--- config.mk ---
export PLATFORM = sky130hd
export DESIGN_NAME = axi_rd_sub
export DESIGN_NICKNAME = d
export VERILOG_FILES = /design/src/rtl/axi_rd_pkg.sv /design/src/rtl/rd_burst_issuer.sv /design/src/rtl/rd_ctx_tracker.sv /design/src/rtl/rd_skid_stage.sv /design/src/rtl/axi_rd_sub.sv
export SDC_FILE = /design/constraint.sdc
export NUM_CORES = 1
export LEC_CHECK = 0
export ABC_CLOCK_PERIOD_IN_PS = 3000
export BUFFER_PORTS_ARGS = -buffer_cell sky130_fd_sc_hd__buf_2
export CAP_MARGIN = 10
export CORE_ASPECT_RATIO = 0.75
export CORE_UTILIZATION = 31
export DETAILED_ROUTE_END_ITERATION = 6
export HOLD_SLACK_MARGIN = 0.02
export SKIP_LAST_GASP = 1
export SYNTH_ARGS = -nofsm -noshare
export SYNTH_HDL_FRONTEND = slang
export SYNTH_SLANG_ARGS = --single-unit
--- constraint.sdc ---
create_clock -name clk -period 3 [get_ports clk]
set_input_delay 0.45 -clock clk [delete_from_list [all_inputs] [get_ports clk]]
set_output_delay 0.45 -clock clk [all_outputs]
set_load 0.05 [all_outputs]
--- src/rtl/axi_rd_pkg.sv ---
/* AXI read subordinate definitions */

package axi_rd_pkg;

    // ------------------------------------------------------------------------
    // Widths and timing
    // ------------------------------------------------------------------------
    localparam int ADDR_W = 32;
    localparam int DATA_W = 32;
    // Byte offset bits inside one data word
    localparam int BYTE_W = $clog2(DATA_W / 8);
    localparam int ID_W = 4;

    // Cycles from an accepted component request to its read data
    localparam int COMP_LAT = 2;
    // One stage per word in flight plus one for the R stall
    localparam int SKID_STAGES = COMP_LAT + 1;

    // ------------------------------------------------------------------------
    // Types
    // ------------------------------------------------------------------------
    typedef logic [ADDR_W-1:0] addr_t;
    typedef logic [DATA_W-1:0] data_t;
    typedef logic [ID_W-1:0] id_t;
    // Beats in burst minus one
    typedef logic [7:0] len_t;
    // Log2 of bytes per beat
    typedef logic [2:0] size_t;

    // AXI burst type, value 3 is reserved
    typedef enum logic [1:0] {
        BURST_FIXED = 2'd0,
        BURST_INCR  = 2'd1,
        BURST_WRAP  = 2'd2
    } burst_t;

    // Read response, EXOKAY not supported
    typedef enum logic [1:0] {
        RESP_OKAY   = 2'd0,
        RESP_SLVERR = 2'd2
    } resp_t;

    // Request issue FSM
    typedef enum logic {
        ISSUE_IDLE = 1'b0,
        ISSUE_BUSY = 1'b1
    } issue_state_t;

endpackage

--- src/rtl/rd_burst_issuer.sv ---
/* Read burst request issuer */

`timescale 1ns/100ps

module rd_burst_issuer (
    input  logic               clk,
    input  logic               rst_n,
    // AR channel
    input  logic               i_arvalid,
    input  axi_rd_pkg::addr_t  i_araddr,
    input  axi_rd_pkg::len_t   i_arlen,
    input  axi_rd_pkg::size_t  i_arsize,
    input  axi_rd_pkg::burst_t i_arburst,
    input  axi_rd_pkg::id_t    i_arid,
    output logic               o_arready,
    // Component request side
    input  logic               i_cmp_hld,
    input  logic               i_buf_ready,
    output logic               o_cmp_dv,
    output axi_rd_pkg::addr_t  o_cmp_addr,
    // Accepted request context toward the latency tracker
    output logic               o_req_fire,
    output axi_rd_pkg::id_t    o_req_id,
    output logic               o_req_last
);
    import axi_rd_pkg::*;

    issue_state_t state;
    // Remaining beats after the current one
    len_t         beat_cnt;
    // Full byte address so narrow beats step correctly
    addr_t        cur_addr;
    len_t         cur_len;
    size_t        cur_size;
    burst_t       cur_burst;
    id_t          cur_id;

    addr_t        beat_bytes;
    addr_t        incr_addr;
    addr_t        wrap_mask;
    addr_t        next_addr;
    logic         ar_fire;
    logic         final_fire;

    // ------------------------------------------------------------------------
    // Handshakes
    // ------------------------------------------------------------------------
    // Next AR may land on the final component request
    assign o_arready  = (state == ISSUE_IDLE) || final_fire;
    assign ar_fire    = i_arvalid && o_arready;

    // Hold back requests unless the last skid stage can absorb the data
    assign o_cmp_dv   = (state == ISSUE_BUSY) && i_buf_ready;
    assign o_req_fire = o_cmp_dv && !i_cmp_hld;
    assign o_req_last = (beat_cnt == '0);
    assign o_req_id   = cur_id;
    assign final_fire = o_req_fire && o_req_last;

    // Word aligned request address
    assign o_cmp_addr = {cur_addr[ADDR_W-1:BYTE_W], {BYTE_W{1'b0}}};

    // ------------------------------------------------------------------------
    // Next burst address
    // ------------------------------------------------------------------------
    assign beat_bytes = addr_t'(1) << cur_size;
    // INCR aligns an unaligned start address on the second beat
    assign incr_addr  = (cur_addr & ~(beat_bytes - addr_t'(1))) + beat_bytes;
    // Wrap boundary is beat size times beat count, always a power of two
    assign wrap_mask  = ((addr_t'(cur_len) + addr_t'(1)) << cur_size) - addr_t'(1);

    always_comb begin
        case (cur_burst)
            BURST_FIXED: next_addr = cur_addr;
            BURST_WRAP:  next_addr = (cur_addr & ~wrap_mask) | (incr_addr & wrap_mask);
            default:     next_addr = incr_addr;
        endcase
    end

    // ------------------------------------------------------------------------
    // FSM and beat counter
    // ------------------------------------------------------------------------
    always_ff @(posedge clk or negedge rst_n) begin
        if (!rst_n) begin
            state    <= ISSUE_IDLE;
            beat_cnt <= '0;
        end else if (ar_fire) begin
            state    <= ISSUE_BUSY;
            beat_cnt <= i_arlen;
        end else if (final_fire) begin
            state    <= ISSUE_IDLE;
        end else if (o_req_fire) begin
            beat_cnt <= beat_cnt - 8'd1;
        end
    end

    // Burst context, address steps on every accepted request
    always_ff @(posedge clk) begin
        if (ar_fire) begin
            cur_addr  <= i_araddr;
            cur_len   <= i_arlen;
            cur_size  <= i_arsize;
            cur_burst <= i_arburst;
            cur_id    <= i_arid;
        end else if (o_req_fire) begin
            cur_addr  <= next_addr;
        end
    end

endmodule

--- src/rtl/rd_ctx_tracker.sv ---
/* Request context latency tracker */

`timescale 1ns/100ps

module rd_ctx_tracker (
    input  logic            clk,
    input  logic            rst_n,
    // Accepted component request
    input  logic            i_req_fire,
    input  axi_rd_pkg::id_t i_req_id,
    input  logic            i_req_last,
    // Marks the cycle its read data is on the component bus
    output logic            o_rsp_valid,
    output axi_rd_pkg::id_t o_rsp_id,
    output logic            o_rsp_last
);
    import axi_rd_pkg::*;

    // Entry 0 is one cycle after the request
    logic [COMP_LAT-1:0] valid_sr;
    id_t                 id_sr [COMP_LAT];
    logic [COMP_LAT-1:0] last_sr;

    // ------------------------------------------------------------------------
    // Valid shift register
    // ------------------------------------------------------------------------
    always_ff @(posedge clk or negedge rst_n) begin
        if (!rst_n) begin
            valid_sr <= '0;
        end else begin
            valid_sr[0] <= i_req_fire;
            for (int i = 1; i < COMP_LAT; i++) begin
                valid_sr[i] <= valid_sr[i-1];
            end
        end
    end

    // ------------------------------------------------------------------------
    // Context shift register
    // ------------------------------------------------------------------------
    // Only meaningful where valid_sr is set
    always_ff @(posedge clk) begin
        id_sr[0]   <= i_req_id;
        last_sr[0] <= i_req_last;
        for (int i = 1; i < COMP_LAT; i++) begin
            id_sr[i]   <= id_sr[i-1];
            last_sr[i] <= last_sr[i-1];
        end
    end

    // Oldest entry lines up with the component data
    assign o_rsp_valid = valid_sr[COMP_LAT-1];
    assign o_rsp_id    = id_sr[COMP_LAT-1];
    assign o_rsp_last  = last_sr[COMP_LAT-1];

endmodule

--- src/rtl/rd_skid_stage.sv ---
/* Read data skid stage */

`timescale 1ns/100ps

module rd_skid_stage (
    input  logic              clk,
    input  logic              rst_n,
    // Upstream side
    input  logic              i_valid,
    input  axi_rd_pkg::data_t i_data,
    input  axi_rd_pkg::resp_t i_resp,
    input  axi_rd_pkg::id_t   i_id,
    input  logic              i_last,
    output logic              o_ready,
    // Downstream side
    input  logic              i_ready,
    output logic              o_valid,
    output axi_rd_pkg::data_t o_data,
    output axi_rd_pkg::resp_t o_resp,
    output axi_rd_pkg::id_t   o_id,
    output logic              o_last
);
    import axi_rd_pkg::*;

    // Skid entry
    logic  skid_valid;
    data_t skid_data;
    resp_t skid_resp;
    id_t   skid_id;
    logic  skid_last;

    // ------------------------------------------------------------------------
    // Skid control
    // ------------------------------------------------------------------------
    // Full skid entry blocks upstream
    assign o_ready = !skid_valid;

    // Fill when a word passes in but downstream stalls
    always_ff @(posedge clk or negedge rst_n) begin
        if (!rst_n) begin
            skid_valid <= 1'b0;
        end else if (i_valid && o_ready && !i_ready) begin
            skid_valid <= 1'b1;
        end else if (i_ready) begin
            skid_valid <= 1'b0;
        end
    end

    // Capture every word while empty, only kept if skid_valid sets
    always_ff @(posedge clk) begin
        if (o_ready) begin
            skid_data <= i_data;
            skid_resp <= i_resp;
            skid_id   <= i_id;
            skid_last <= i_last;
        end
    end

    // ------------------------------------------------------------------------
    // Output select
    // ------------------------------------------------------------------------
    // Pass through while empty, no output register
    assign o_valid = skid_valid || i_valid;
    assign o_data  = skid_valid ? skid_data : i_data;
    assign o_resp  = skid_valid ? skid_resp : i_resp;
    assign o_id    = skid_valid ? skid_id : i_id;
    assign o_last  = skid_valid ? skid_last : i_last;

endmodule

--- src/rtl/axi_rd_sub.sv ---
/* AXI read subordinate top */

`timescale 1ns/100ps

module axi_rd_sub (
    input  logic               clk,
    input  logic               rst_n,
    // AXI AR channel
    input  logic               i_arvalid,
    input  axi_rd_pkg::addr_t  i_araddr,
    input  axi_rd_pkg::len_t   i_arlen,
    input  axi_rd_pkg::size_t  i_arsize,
    input  axi_rd_pkg::burst_t i_arburst,
    input  axi_rd_pkg::id_t    i_arid,
    output logic               o_arready,
    // AXI R channel
    output logic               o_rvalid,
    output axi_rd_pkg::data_t  o_rdata,
    output axi_rd_pkg::resp_t  o_rresp,
    output axi_rd_pkg::id_t    o_rid,
    output logic               o_rlast,
    input  logic               i_rready,
    // Component port
    output logic               o_cmp_dv,
    output axi_rd_pkg::addr_t  o_cmp_addr,
    input  logic               i_cmp_hld,
    input  axi_rd_pkg::data_t  i_cmp_rdata,
    input  logic               i_cmp_err
);
    import axi_rd_pkg::*;

    // Issuer to tracker
    logic  req_fire;
    id_t   req_id;
    logic  req_last;

    // Skid chain, index g is the input of stage g
    logic  stg_valid [SKID_STAGES+1];
    data_t stg_data  [SKID_STAGES+1];
    resp_t stg_resp  [SKID_STAGES+1];
    id_t   stg_id    [SKID_STAGES+1];
    logic  stg_last  [SKID_STAGES+1];
    // Ready out of stage g, the last entry is the R channel
    // Stage 0 ready low with valid high means a lost word
    logic  stg_ready [SKID_STAGES+1];

    // ------------------------------------------------------------------------
    // Request side
    // ------------------------------------------------------------------------
    rd_burst_issuer rd_burst_issuer_i (
        .clk         (clk),
        .rst_n       (rst_n),
        .i_arvalid   (i_arvalid),
        .i_araddr    (i_araddr),
        .i_arlen     (i_arlen),
        .i_arsize    (i_arsize),
        .i_arburst   (i_arburst),
        .i_arid      (i_arid),
        .o_arready   (o_arready),
        .i_cmp_hld   (i_cmp_hld),
        .i_buf_ready (stg_ready[COMP_LAT]),
        .o_cmp_dv    (o_cmp_dv),
        .o_cmp_addr  (o_cmp_addr),
        .o_req_fire  (req_fire),
        .o_req_id    (req_id),
        .o_req_last  (req_last)
    );

    rd_ctx_tracker rd_ctx_tracker_i (
        .clk         (clk),
        .rst_n       (rst_n),
        .i_req_fire  (req_fire),
        .i_req_id    (req_id),
        .i_req_last  (req_last),
        .o_rsp_valid (stg_valid[0]),
        .o_rsp_id    (stg_id[0]),
        .o_rsp_last  (stg_last[0])
    );

    // ------------------------------------------------------------------------
    // Response skid chain
    // ------------------------------------------------------------------------
    // Component data joins its context at stage 0
    assign stg_data[0] = i_cmp_rdata;
    assign stg_resp[0] = i_cmp_err ? RESP_SLVERR : RESP_OKAY;
    assign stg_ready[SKID_STAGES] = i_rready;

    for (genvar g = 0; g < SKID_STAGES; g++) begin : g_skid
        rd_skid_stage rd_skid_stage_i (
            .clk     (clk),
            .rst_n   (rst_n),
            .i_valid (stg_valid[g]),
            .i_data  (stg_data[g]),
            .i_resp  (stg_resp[g]),
            .i_id    (stg_id[g]),
            .i_last  (stg_last[g]),
            .o_ready (stg_ready[g]),
            .i_ready (stg_ready[g+1]),
            .o_valid (stg_valid[g+1]),
            .o_data  (stg_data[g+1]),
            .o_resp  (stg_resp[g+1]),
            .o_id    (stg_id[g+1]),
            .o_last  (stg_last[g+1])
        );
    end

    // R channel straight from the last stage
    assign o_rvalid = stg_valid[SKID_STAGES];
    assign o_rdata  = stg_data[SKID_STAGES];
    assign o_rresp  = stg_resp[SKID_STAGES];
    assign o_rid    = stg_id[SKID_STAGES];
    assign o_rlast  = stg_last[SKID_STAGES];

endmodule

; Word-level counts from Yosys, hierarchy flattened
; Memory sizes are Yosys's and may differ from the RTL's.
; Cells that the tools add are included.
[word_totals]
wordCells = 97
memories = 1
ramBits = 8
regBits = 182
[mem_list]
columns = memory, words, word_bits, rd, rd_ports_with_merged_regs, wr, line_no
row1 = rd_ctx_tracker_i.id_sr, 2, 4, 2, 0, 2, rd_ctx_tracker.sv:21  ; id_t id_sr [COMP_LAT];
[op_classes]
n_reduce_logical = 26
n_eq_ne = 5
muxes = 27
addsub = 5
n_shift = 2
bitwise_logic = 7
[op_table]
columns = cell, count
row1 = two-way mux 32 bit, 5
row2 = bitwise AND 32 bit, 3
row3 = inverter 32 bit, 2
row4 = one-hot mux 32 bit (2 select lines), 1
row5 = subtractor 32 x 1 -> 32 bit (second input constant), 2
row6 = adder 32 bit, 1
row7 = bitwise OR 32 bit, 1
row8 = << shifter 1 x 3 -> 32 bit (first input constant), 1
row9 = << shifter 32 x 3 -> 32 bit, 1
row10 = two-way mux 8 bit, 3
row11 = two-way mux 4 bit, 3
row12 = two-way mux 1 bit, 11
row13 = logical AND 1 bit, 10
row14 = adder 8 x 1 -> 9 bit (second input constant), 1
row15 = logical NOT 8 bit, 1
row16 = two-way mux 2 bit, 4
row17 = subtractor 8 x 1 -> 8 bit (second input constant), 1
row18 = nonzero test 2 bit, 3
row19 = logical NOT 1 bit, 5
row20 = logical OR 1 bit, 4
row21 = inequality test 2 x 1 -> 1 bit (second input constant), 2
row22 = inequality test 2 bit (second input constant), 2
row23 = AND reduction 2 bit, 2
row24 = equality test 2 bit (second input constant), 1
row25 = 2 further kinds, 2

; Logic depth before layout (Yosys ltp)
; Gate-level depths: netlist of the first run.
[depth]
depth_word = 10
ltp_mapped = 15
mapped_depth_nobuf = 12

; Modules after synthesis
; Synthesis of the first run repeated with hierarchy kept, for this count alone.
[hier_totals]
hier_cells = 865
hier_area_um2 = 9750.6
[by_module_without_submodules]
columns = mod, seq_area_each_um2, cells_each, area_per_inst_um2, instances
row1 = rd_burst_issuer, 1696.6, 587, 4996.0, 1
row2 = rd_skid_stage, 805.8, 87, 1490.2, 3
row3 = rd_ctx_tracker, 250.2, 16, 280.3, 1
row4 = axi_rd_sub, 0.0, 1, 3.8, 1

; Least setup slack after synthesis of the first run
; OpenSTA, ideal clock, no wires.
[synth_timing]
kind = register -> register
start = register rd_burst_issuer_i.cur_size[0]
end = register (tool-made name)
required_ps = 2725
path_buffers = 5
setup_time_ps = 275
arrival_ps = 2965
slack_ps = -240
path_stages_with_launch = 16
path_cell_list = edfxtp_1 > buf_2 > buf_6 > buf_2 > nand2_1 > ha_1 > clkbuf_1 > a21oi_1 > nand3b_1 > a31oi_1 > or4_1 > a21boi_1 > buf_2 > o211ai_1 > xnor2_1 > a211oi_2
[synth_lines]
columns = element, line_no
row1 = from (decl), rd_burst_issuer.sv:34  ; size_t cur_size;
row2 = from (signal assigned), rd_burst_issuer.sv:101  ; cur_size <= i_arsize;

==> results.json, run 1 <==
{
  "min-delay-start": "i_rready",
  "startpoint": "rd_burst_issuer_i.cur_len[0]$_DFFE_PP_",
  "die_h_microns": 152,
  "yosysWarnings": 0,
  "layout.cells.non_filler": 1488,
  "cap_viol_max_count": 0,
  "r2r_start": "rd_burst_issuer_i.cur_len[0]$_DFFE_PP_",
  "grt_overflow_total": 0,
  "final.setup.worst_slack_ns": -0.106,
  "rr_worst_depth": 11,
  "hold_path_depth": 2,
  "leakagePower_uw": 0.00479,
  "grt_setup_unrepaired": "yes",
  "dr_total_vias": 7382,
  "cts_tree": "built",
  "use_met2_pct": 23.9,
  "ir_drop_uv": 403,
  "final_net_count": 1179,
  "areaGrowthSynthToFinish_pct": 31.0,
  "num_antenna_cells": 0,
  "boundaryPins": 161,
  "antenna_found_initial": 0,
  "drive_gt1_share_pct": 48.3,
  "via_per_inst": 4.96,
  "placed_cell_area_sq_um": 10900,
  "rrSetupSlack_ns": -0.11,
  "crit_fanout": 5,
  "synth_top_area_share_pct": 27.4,
  "gp_congestion": 0.874,
  "cts_sinks": 190,
  "period_minus_slack_ns": 3.11,
  "fin_area_sq_um": 12200,
  "async_flop_share_pct": 7.37,
  "violations": "negative setup slack",
  "initial_core_util_pct": 31.7,
  "pre_cts_ws_ns": -0.167,
  "ys_ff_latch": 190,
  "cp.required_ns": 3.18,
  "grt_usage_pct": 16.3,
  "setup_viol": 23,
  "mostFrequentLayoutCells": "buf_2, dfxtp_1, mux2_2, buf_4, nand2_1",
  "synth_cell_types": 87,
  "worstHoldPathType": "in2reg",
  "grt_use_met3_pct": 5.21,
  "die_area_sq_um": 30600,
  "dpl.hpwl_microns": 18000,
  "avgSynthCellArea_sq_um": 10.6,
  "dr.pass1.iters": 5,
  "synth_top_area_cell": "dfxtp_1",
  "drv_slew": 0,
  "fin_worst_skew_ns": 0.0139,
  "finalWirelength_microns": 25200,
  "drc_errors": 0,
  "drt_iter0_drc": 489,
  "numPortBuffers": 158,
  "layout_commonest_cell": "buf_2",
  "crit_path_end_kind": "flop",
  "synth_area_sq_um": 9280,
  "finalHoldViolations": 0,
  "fin_worst_hold_slack_ns": 0.154,
  "synth_edf_count": 49,
  "crit_type": "reg2reg",
  "clk_latency_ns": 0.45,
  "status": "complete, but fails checks",
  "synth_ff_type": "dfxtp_1",
  "grt_util_met1_pct": 22.8,
  "rows": 54,
  "detail_route.wl_per_cell_microns": 16.9,
  "min_delay_worst_endpoint": "g_skid[2].rd_skid_stage_i.skid_valid$_DFFE_PN0P_",
  "start_kind": "flop",
  "htreeDepth": 4,
  "grt_max_degree": 42,
  "detail-route-antenna-nets": 0,
  "slew_headroom_pct": 46.7,
  "clk_root_buffer_cell": "clkbuf_16",
  "synth.area.top_cells": "dfxtp_1, edfxtp_1, mux2_2",
  "dp_cells": 1437,
  "ys_seq_area_share_pct": 47.0,
  "max_freq_mhz": 322,
  "crit_arrival_ns": 3.29,
  "grt_pass1_wl_microns": 38900,
  "fin_crit_sh_pct": 104,
  "die_w_microns": 202,
  "syn-instance-count": 878,
  "clkTransAtPathRegs_ns": 0.08,
  "grt_pass1_vias": 7063,
  "power.density_nw_per_um2": 613,
  "tightest_slew_ns": 0.797,
  "numCtsBuffers": 17,
  "busiest_layer": "met2",
  "ctsLongestPathBuffers": 2,
  "core_sq_um": 29300
}
==> cells by family (layout without fill, tap and decap cells) <==
family	count (synthesis)	after routing	share of synthesized area [%]
DFF	190	190	47.0
muxes	125	125	15.3
adders and majority gates	9	9	1.21
other	1	2	0.0404
and+or+nand+nor	251	251	14.0
AOI/OAI and AO/OA	152	153	12.0
xor gates and xnor gates	48	48	4.53
buffers and inverters	102	318	5.93
==> metal layers <==
metal / share of wire [%] / vias up
met5: 0 / -
met2: 44 / 234
li1: - / 3541
met1: 48 / 3582
met4: 1.2 / 0
met3: 6.9 / 25
==> synth_stat cells, types with 15 or more instances <==
master,instances
inv_1,19
a211oi_1,15
clkbuf_1,25
nand2_1,72
o21ai_0,34
a21oi_1,28
buf_4,34
dfxtp_1,127
edfxtp_1,49
nor2_1,71
xnor2_1,35
mux2_2,121
==> worst max path at each step <==
stage	depth (start not counted)	slack, ns	end
detailed placement	10	-0.17	flop
global route	12	-0.17	flop
floorplan	14	-0.01	flop
CTS	10	-0.01	flop
global placement	10	-0.17	flop
finish	11	-0.11	flop
==> report_power, final <==
part | internal, uW | total (uW) | switching, uW
clock | 1110 | 2250 | 1140
combinational | 725 | 1990 | 1270
sequential | 3030 | 3210 | 172
==> worst max-delay path: stages, from the launching register on <==
cell,delay [ns]
edfxtp_1,0.46
ha_4,0.23
buf_4,0.15
nand3_4,0.08
xor2_4,0.25
a211o_1,0.18
o211ai_2,0.13
or3_4,0.45
nor4_4,0.33
mux2i_2,0.37
buf_4,0.18
a211oi_1,0.04
==> per-stage QoR <==
step,power (uW),util (%),TNS (ns)
finish,7450,41.6,-0.990
global route,7830,41.6,-5.11
CTS,7500,40.1,-0.0169
detailed placement,5190,37.4,-0.730
global placement,5150,37.4,-0.500
floorplan,4740,-,-0.0173
==> final cells by class <==
class | instances | area, sq um
Fill cell | 2812 | 17100
Multi-Input combinational cell | 588 | 4900
Timing Repair Buffer | 266 | 1740
Tap cell | 392 | 490
Clock buffer | 17 | 425
Sequential cell | 190 | 4370
Inverter | 20 | 75.1
Clock inverter | 15 | 155
==> what timing repair did <==
action                                  CTS  global route
hold endpoints to repair                 14             0
pin swaps                                13            29
cloned                                    0             2
resized for setup                        21            66
buffers inserted                          7            10
endpoints found under the setup margin   18            73
hold buffers                              1             0
No activity file was read; power rests on OpenSTA's default activity.
==> run 2: changes to the inputs <==
==> constraint.sdc (replaced) <==
create_clock -name clk -period 3 [get_ports clk]
set_input_delay 0.3 -clock clk [delete_from_list [all_inputs] [get_ports clk]]
set_output_delay 0.3 -clock clk [all_outputs]
set_load 0.005 [all_outputs]
==> results.json, run 2 (synthesized netlist as in run 1, its figures left out) <==
{
  "gp_congestion": 0.862,
  "detail_route.wl_per_cell_microns": 16.3,
  "tightest_slew_ns": 1.06,
  "start_kind": "flop",
  "die_area_sq_um": 30600,
  "finalWirelength_microns": 24100,
  "initial_core_util_pct": 31.7,
  "setup_viol": 5,
  "grt_pass1_vias": 6851,
  "dr.pass1.iters": 5,
  "mostFrequentLayoutCells": "buf_2, dfxtp_1, mux2_2, buf_4, nand2_1",
  "r2r_start": "rd_burst_issuer_i.cur_size[0]$_DFFE_PP_",
  "min-delay-start": "i_arid[2]",
  "worstHoldPathType": "in2reg",
  "cp.required_ns": 3.14,
  "drc_errors": 0,
  "dpl.hpwl_microns": 17900,
  "clkTransAtPathRegs_ns": 0.07,
  "fin_area_sq_um": 11700,
  "drv_slew": 0,
  "ir_drop_uv": 349,
  "detail-route-antenna-nets": 0,
  "crit_fanout": 9,
  "fin_crit_sh_pct": 102,
  "rows": 54,
  "die_w_microns": 202,
  "startpoint": "rd_burst_issuer_i.cur_size[0]$_DFFE_PP_",
  "htreeDepth": 4,
  "pre_cts_ws_ns": -0.182,
  "placed_cell_area_sq_um": 10900,
  "grt_usage_pct": 15.9,
  "areaGrowthSynthToFinish_pct": 26.4,
  "antenna_found_initial": 2,
  "die_h_microns": 152,
  "cts_tree": "built",
  "clk_latency_ns": 0.43,
  "numCtsBuffers": 17,
  "final_net_count": 1169,
  "finalHoldViolations": 0,
  "leakagePower_uw": 0.00468,
  "crit_path_end_kind": "flop",
  "drt_iter0_drc": 469,
  "via_per_inst": 4.82,
  "grt_pass1_wl_microns": 38200,
  "dr_total_vias": 7123,
  "layout_commonest_cell": "buf_2",
  "grt_setup_unrepaired": "yes",
  "period_minus_slack_ns": 3.05,
  "cts_sinks": 190,
  "fin_worst_skew_ns": 0.0124,
  "max_freq_mhz": 327,
  "num_antenna_cells": 0,
  "power.density_nw_per_um2": 585,
  "core_sq_um": 29300,
  "drive_gt1_share_pct": 44.1,
  "crit_type": "reg2reg",
  "slew_headroom_pct": 29.1,
  "numPortBuffers": 158,
  "violations": "negative setup slack",
  "clk_root_buffer_cell": "clkbuf_16",
  "grt_max_degree": 43,
  "crit_arrival_ns": 3.20,
  "status": "complete, but fails checks",
  "ctsLongestPathBuffers": 2,
  "final.setup.worst_slack_ns": -0.0545,
  "grt_overflow_total": 0,
  "boundaryPins": 161,
  "cap_viol_max_count": 0
}
run 2: changes by cell type in the layout (fill, tap and decap cells not counted), moves of 3 or more:
cell,before,now
a211oi_1,6,13
a211oi_2,12,5
a21oi_1,21,24
buf_12,7,4
buf_4,91,88
buf_6,8,3
clkinv_4,3,0
inv_6,0,3
nor2_1,59,69
nor2_4,8,0
run 2: cell type report:
| class | instances | area, sq um |
|---|---|---|
| Inverter | 20 | 75.1 |
| Fill cell | 2876 | 17500 |
| Clock inverter | 12 | 141 |
| Tap cell | 392 | 490 |
| Sequential cell | 190 | 4370 |
| Clock buffer | 19 | 475 |
| Timing Repair Buffer | 256 | 1600 |
| Multi-Input combinational cell | 588 | 4580 |
run 2: path summary, 6_finish.rpt:
check | to | slack (ns) | cells past startpoint
max | flop | -0.05 | 12
min reg2reg | rd_ctx_tracker_i.last_sr[1]$_DFF_P_ | 0.33 | 0
max in group asynchronous | g_skid[0].rd_skid_stage_i.skid_valid$_DFFE_PN0P_ | 2.42 | 2
min | rd_burst_issuer_i.o_req_id[2]$_DFFE_PP_ | 0.05 | 1
min in group asynchronous | rd_burst_issuer_i.beat_cnt[6]$_DFFE_PN0P_ | 0.31 | 2
max reg2reg | flop | -0.05 | 12
run 2: layer usage:
layer  share of wire (%)  track usage, %  up-vias  routed length, microns
met1                  51            23.4     3447                   12400
met3                 5.6            4.25       11                    1350
met4                0.54            2.71        2                     130
li1                    -               -     3508                       -
met5               0.054               0        -                      13
met2                  42            23.4      155                   10200
run 2: power breakdown:
group	switching [uW]	internal (uW)
sequential	192	3030
clock	1080	1280
combinational	588	686
run 2: what timing repair did:
item	in CTS	in global routing
resized for setup	10	18
endpoints found under the setup margin	34	110
pin swaps	4	8
hold buffers	3	0
setup buffers	1	1
endpoints found under the hold margin	16	0
cloned	0	1
run 2: critical path: stages, from the launching register on:
cell      delay (ns)
edfxtp_1        0.45
buf_4           0.21
buf_4           0.17
o211a_1         0.16
nor4_4          0.32
buf_4           0.18
o21ai_1         0.09
o22a_4          0.27
nor3_4          0.22
and4_4          0.23
ha_1            0.21
and2_1          0.15
o21ai_1         0.13
run 2: per-stage QoR:
step | util, % | setup TNS (ns) | power, uW | cells | hold slack [ns]
finish | 40.1 | -0.106 | 6860 | 1477 | 0.0459
global route | 40.1 | -3.57 | 7260 | 1477 | 0.0206
CTS | 39.8 | -0.124 | 6960 | 1475 | 0.0248
detailed placement | 37.4 | -1.33 | 4550 | 1440 | 0.224
global placement | 37.4 | -0.660 | 4510 | 1440 | 0.220
floorplan | - | -0.00452 | 4080 | 879 | 0.00441
==> run 3: changes to the inputs <==
REMOVE_ABC_BUFFERS = 1   (was unset)
==> results.json, run 3 (synthesized netlist as in run 1, its figures left out) <==
{
  "detail-route-antenna-nets": 0,
  "rows": 54,
  "drive_gt1_share_pct": 48.0,
  "cp.required_ns": 3.15,
  "drt_iter0_drc": 457,
  "status": "complete, but fails checks",
  "htreeDepth": 4,
  "cts_tree": "built",
  "dp_cells": 1438,
  "finalHoldViolations": 0,
  "mostFrequentLayoutCells": "buf_2, dfxtp_1, mux2_2, buf_4",
  "final_net_count": 1193,
  "dr.pass1.iters": 5,
  "initial_core_util_pct": 31.7,
  "period_minus_slack_ns": 3.02,
  "grt_max_degree": 48,
  "finalWirelength_microns": 24800,
  "fin_crit_sh_pct": 101,
  "clk_root_buffer_cell": "clkbuf_16",
  "detail_route.wl_per_cell_microns": 16.5,
  "drv_slew": 0,
  "worstHoldPathType": "in2reg",
  "ir_drop_uv": 287,
  "grt_overflow_total": 0,
  "power_frac_comb_pct": 18.9,
  "dpl.hpwl_microns": 17500,
  "via_per_inst": 4.86,
  "p_sw_share_pct": 27.3,
  "cap_viol_max_count": 0,
  "multi_input_area_sq_um": 4820,
  "pwr-share-clk_pct": 34.6,
  "num_antenna_cells": 0,
  "final.setup.worst_slack_ns": -0.0210,
  "gp_congestion": 0.869,
  "boundaryPins": 161,
  "grt_setup_unrepaired": "yes",
  "dr_total_vias": 7307,
  "core_sq_um": 29300,
  "antenna_found_initial": 3,
  "setup_viol": 3,
  "n_fill_cell": 2839,
  "p_seq_share_pct": 46.5,
  "finalPower_uw": 6950,
  "grt_pass1_wl_microns": 38300,
  "leakagePower_uw": 0.00487,
  "slew_headroom_pct": 32.5,
  "layout_commonest_cell": "buf_2",
  "tightest_slew_ns": 1.01,
  "clk_latency_ns": 0.44,
  "power.density_nw_per_um2": 569,
  "drc_errors": 0,
  "numCtsBuffers": 17,
  "numPortBuffers": 158,
  "internal_power_uw": 5060,
  "crit_arrival_ns": 3.17,
  "seq_area_sq_um": 4370,
  "die_h_microns": 152,
  "clkTransAtPathRegs_ns": 0.07,
  "max_freq_mhz": 331,
  "grt_usage_pct": 15.8,
  "switchingPower_uw": 1890,
  "areaGrowthSynthToFinish_pct": 31.7,
  "die_area_sq_um": 30600,
  "fin_worst_skew_ns": 0.0167,
  "ctsLongestPathBuffers": 2,
  "pre_cts_ws_ns": -0.161,
  "die_w_microns": 202,
  "fin_util_pct": 41.8,
  "crit_type": "reg2reg",
  "crit_path_end_kind": "flop",
  "violations": "negative setup slack",
  "start_kind": "flop",
  "grt_pass1_vias": 7080,
  "crit_fanout": 6,
  "cts_sinks": 190,
  "layout.cells.non_filler": 1502
}
-- run 3: cell types whose count changed in the layout (fill, tap and decap cells not counted), moves of 4 or more --
| cell | change |
|---|---|
| nand2_1 | -4 |
| o21ai_0 | -7 |
| buf_6 | +13 |
| buf_4 | +7 |
| o21ai_2 | +8 |
-- run 3: layout make-up --
cell class	count	area share, %
multi-input cells	590	39.5
flip-flops and latches	190	35.8
repair buffers	278	15.0
well taps	392	4.02
clock buffers	19	3.72
clock inverters	13	1.38
inverters	20	0.615
-- run 3: timing repair --
item / 4_1_cts / 5_1_grt
setup endpoints to repair: 37 / 66
pin swaps: 12 / 37
hold buffers: 3 / 0
gates cloned: 1 / 3
endpoints found under the hold margin: 16 / 0
setup buffers: 9 / 16
gates resized for setup: 37 / 75
-- run 3: layer usage --
| metal | vias to the layer above | share of wire [%] | GRT usage [%] |
|---|---|---|---|
| met5 | - | 0.032 | 0 |
| met4 | 2 | 0.98 | 3.61 |
| met3 | 17 | 6.7 | 3.80 |
| met2 | 166 | 45 | 25.1 |
| met1 | 3553 | 47 | 21.6 |
| li1 | 3569 | - | - |
-- run 3: worst max-delay path, stage by stage (launching register included) --
cell and delay, ns:
edfxtp_1 0.45, ha_4 0.22, xnor2_1 0.13, buf_4 0.15
nor2_1 0.06, a221oi_2 0.26, buf_4 0.17, a21oi_1 0.08
or4_4 0.48, nor3_4 0.24, buf_6 0.15, a21oi_4 0.09
buf_4 0.15, nor2_1 0.11
-- run 3: through the flow --
stage / TNS [ns] / cell area, sq um / hold slack [ns]
floorplan: -70.39 / 8810 / 0.00441
global placement: -1.16 / 10800 / 0.218
finish: -0.0281 / 12200 / 0.0430
global route: -2.30 / 12200 / 0.0242
CTS: -0.00266 / 11700 / 0.0228
detailed placement: -2.24 / 10800 / 0.235
-- run 3: final timing paths --
path,to,slack [ns],depth (start not counted),startpoint
max in group asynchronous,g_skid[1].rd_skid_stage_i.skid_valid$_DFFE_PN0P_,2.37,2,rst_n
min in group asynchronous,rd_burst_issuer_i.beat_cnt[2]$_DFFE_PN0P_,0.34,2,rst_n
setup reg to reg,flop,-0.02,13,rd_burst_issuer_i.cur_len[0]$_DFFE_PP_
setup / recovery,flop,-0.02,13,rd_burst_issuer_i.cur_len[0]$_DFFE_PP_
hold reg to reg,rd_ctx_tracker_i.id_sr[0][6]$_DFF_P_,0.33,0,rd_ctx_tracker_i.id_sr[0][2]$_DFF_P_
hold / removal,rd_burst_issuer_i.o_req_id[3]$_DFFE_PP_,0.04,1,i_arid[3]
-- run 3: power groups by stage --
stage          clock network [uW]  logic (uW)  registers (uW)
2_1_floorplan                   0         745            3260
3_3_place_gp                    0        1210            3270
3_5_place_dp                    0        1240            3290
4_1_cts                      2470        1270            3240
5_1_grt                      2560        1450            3280
6_report                     2400        1310            3230
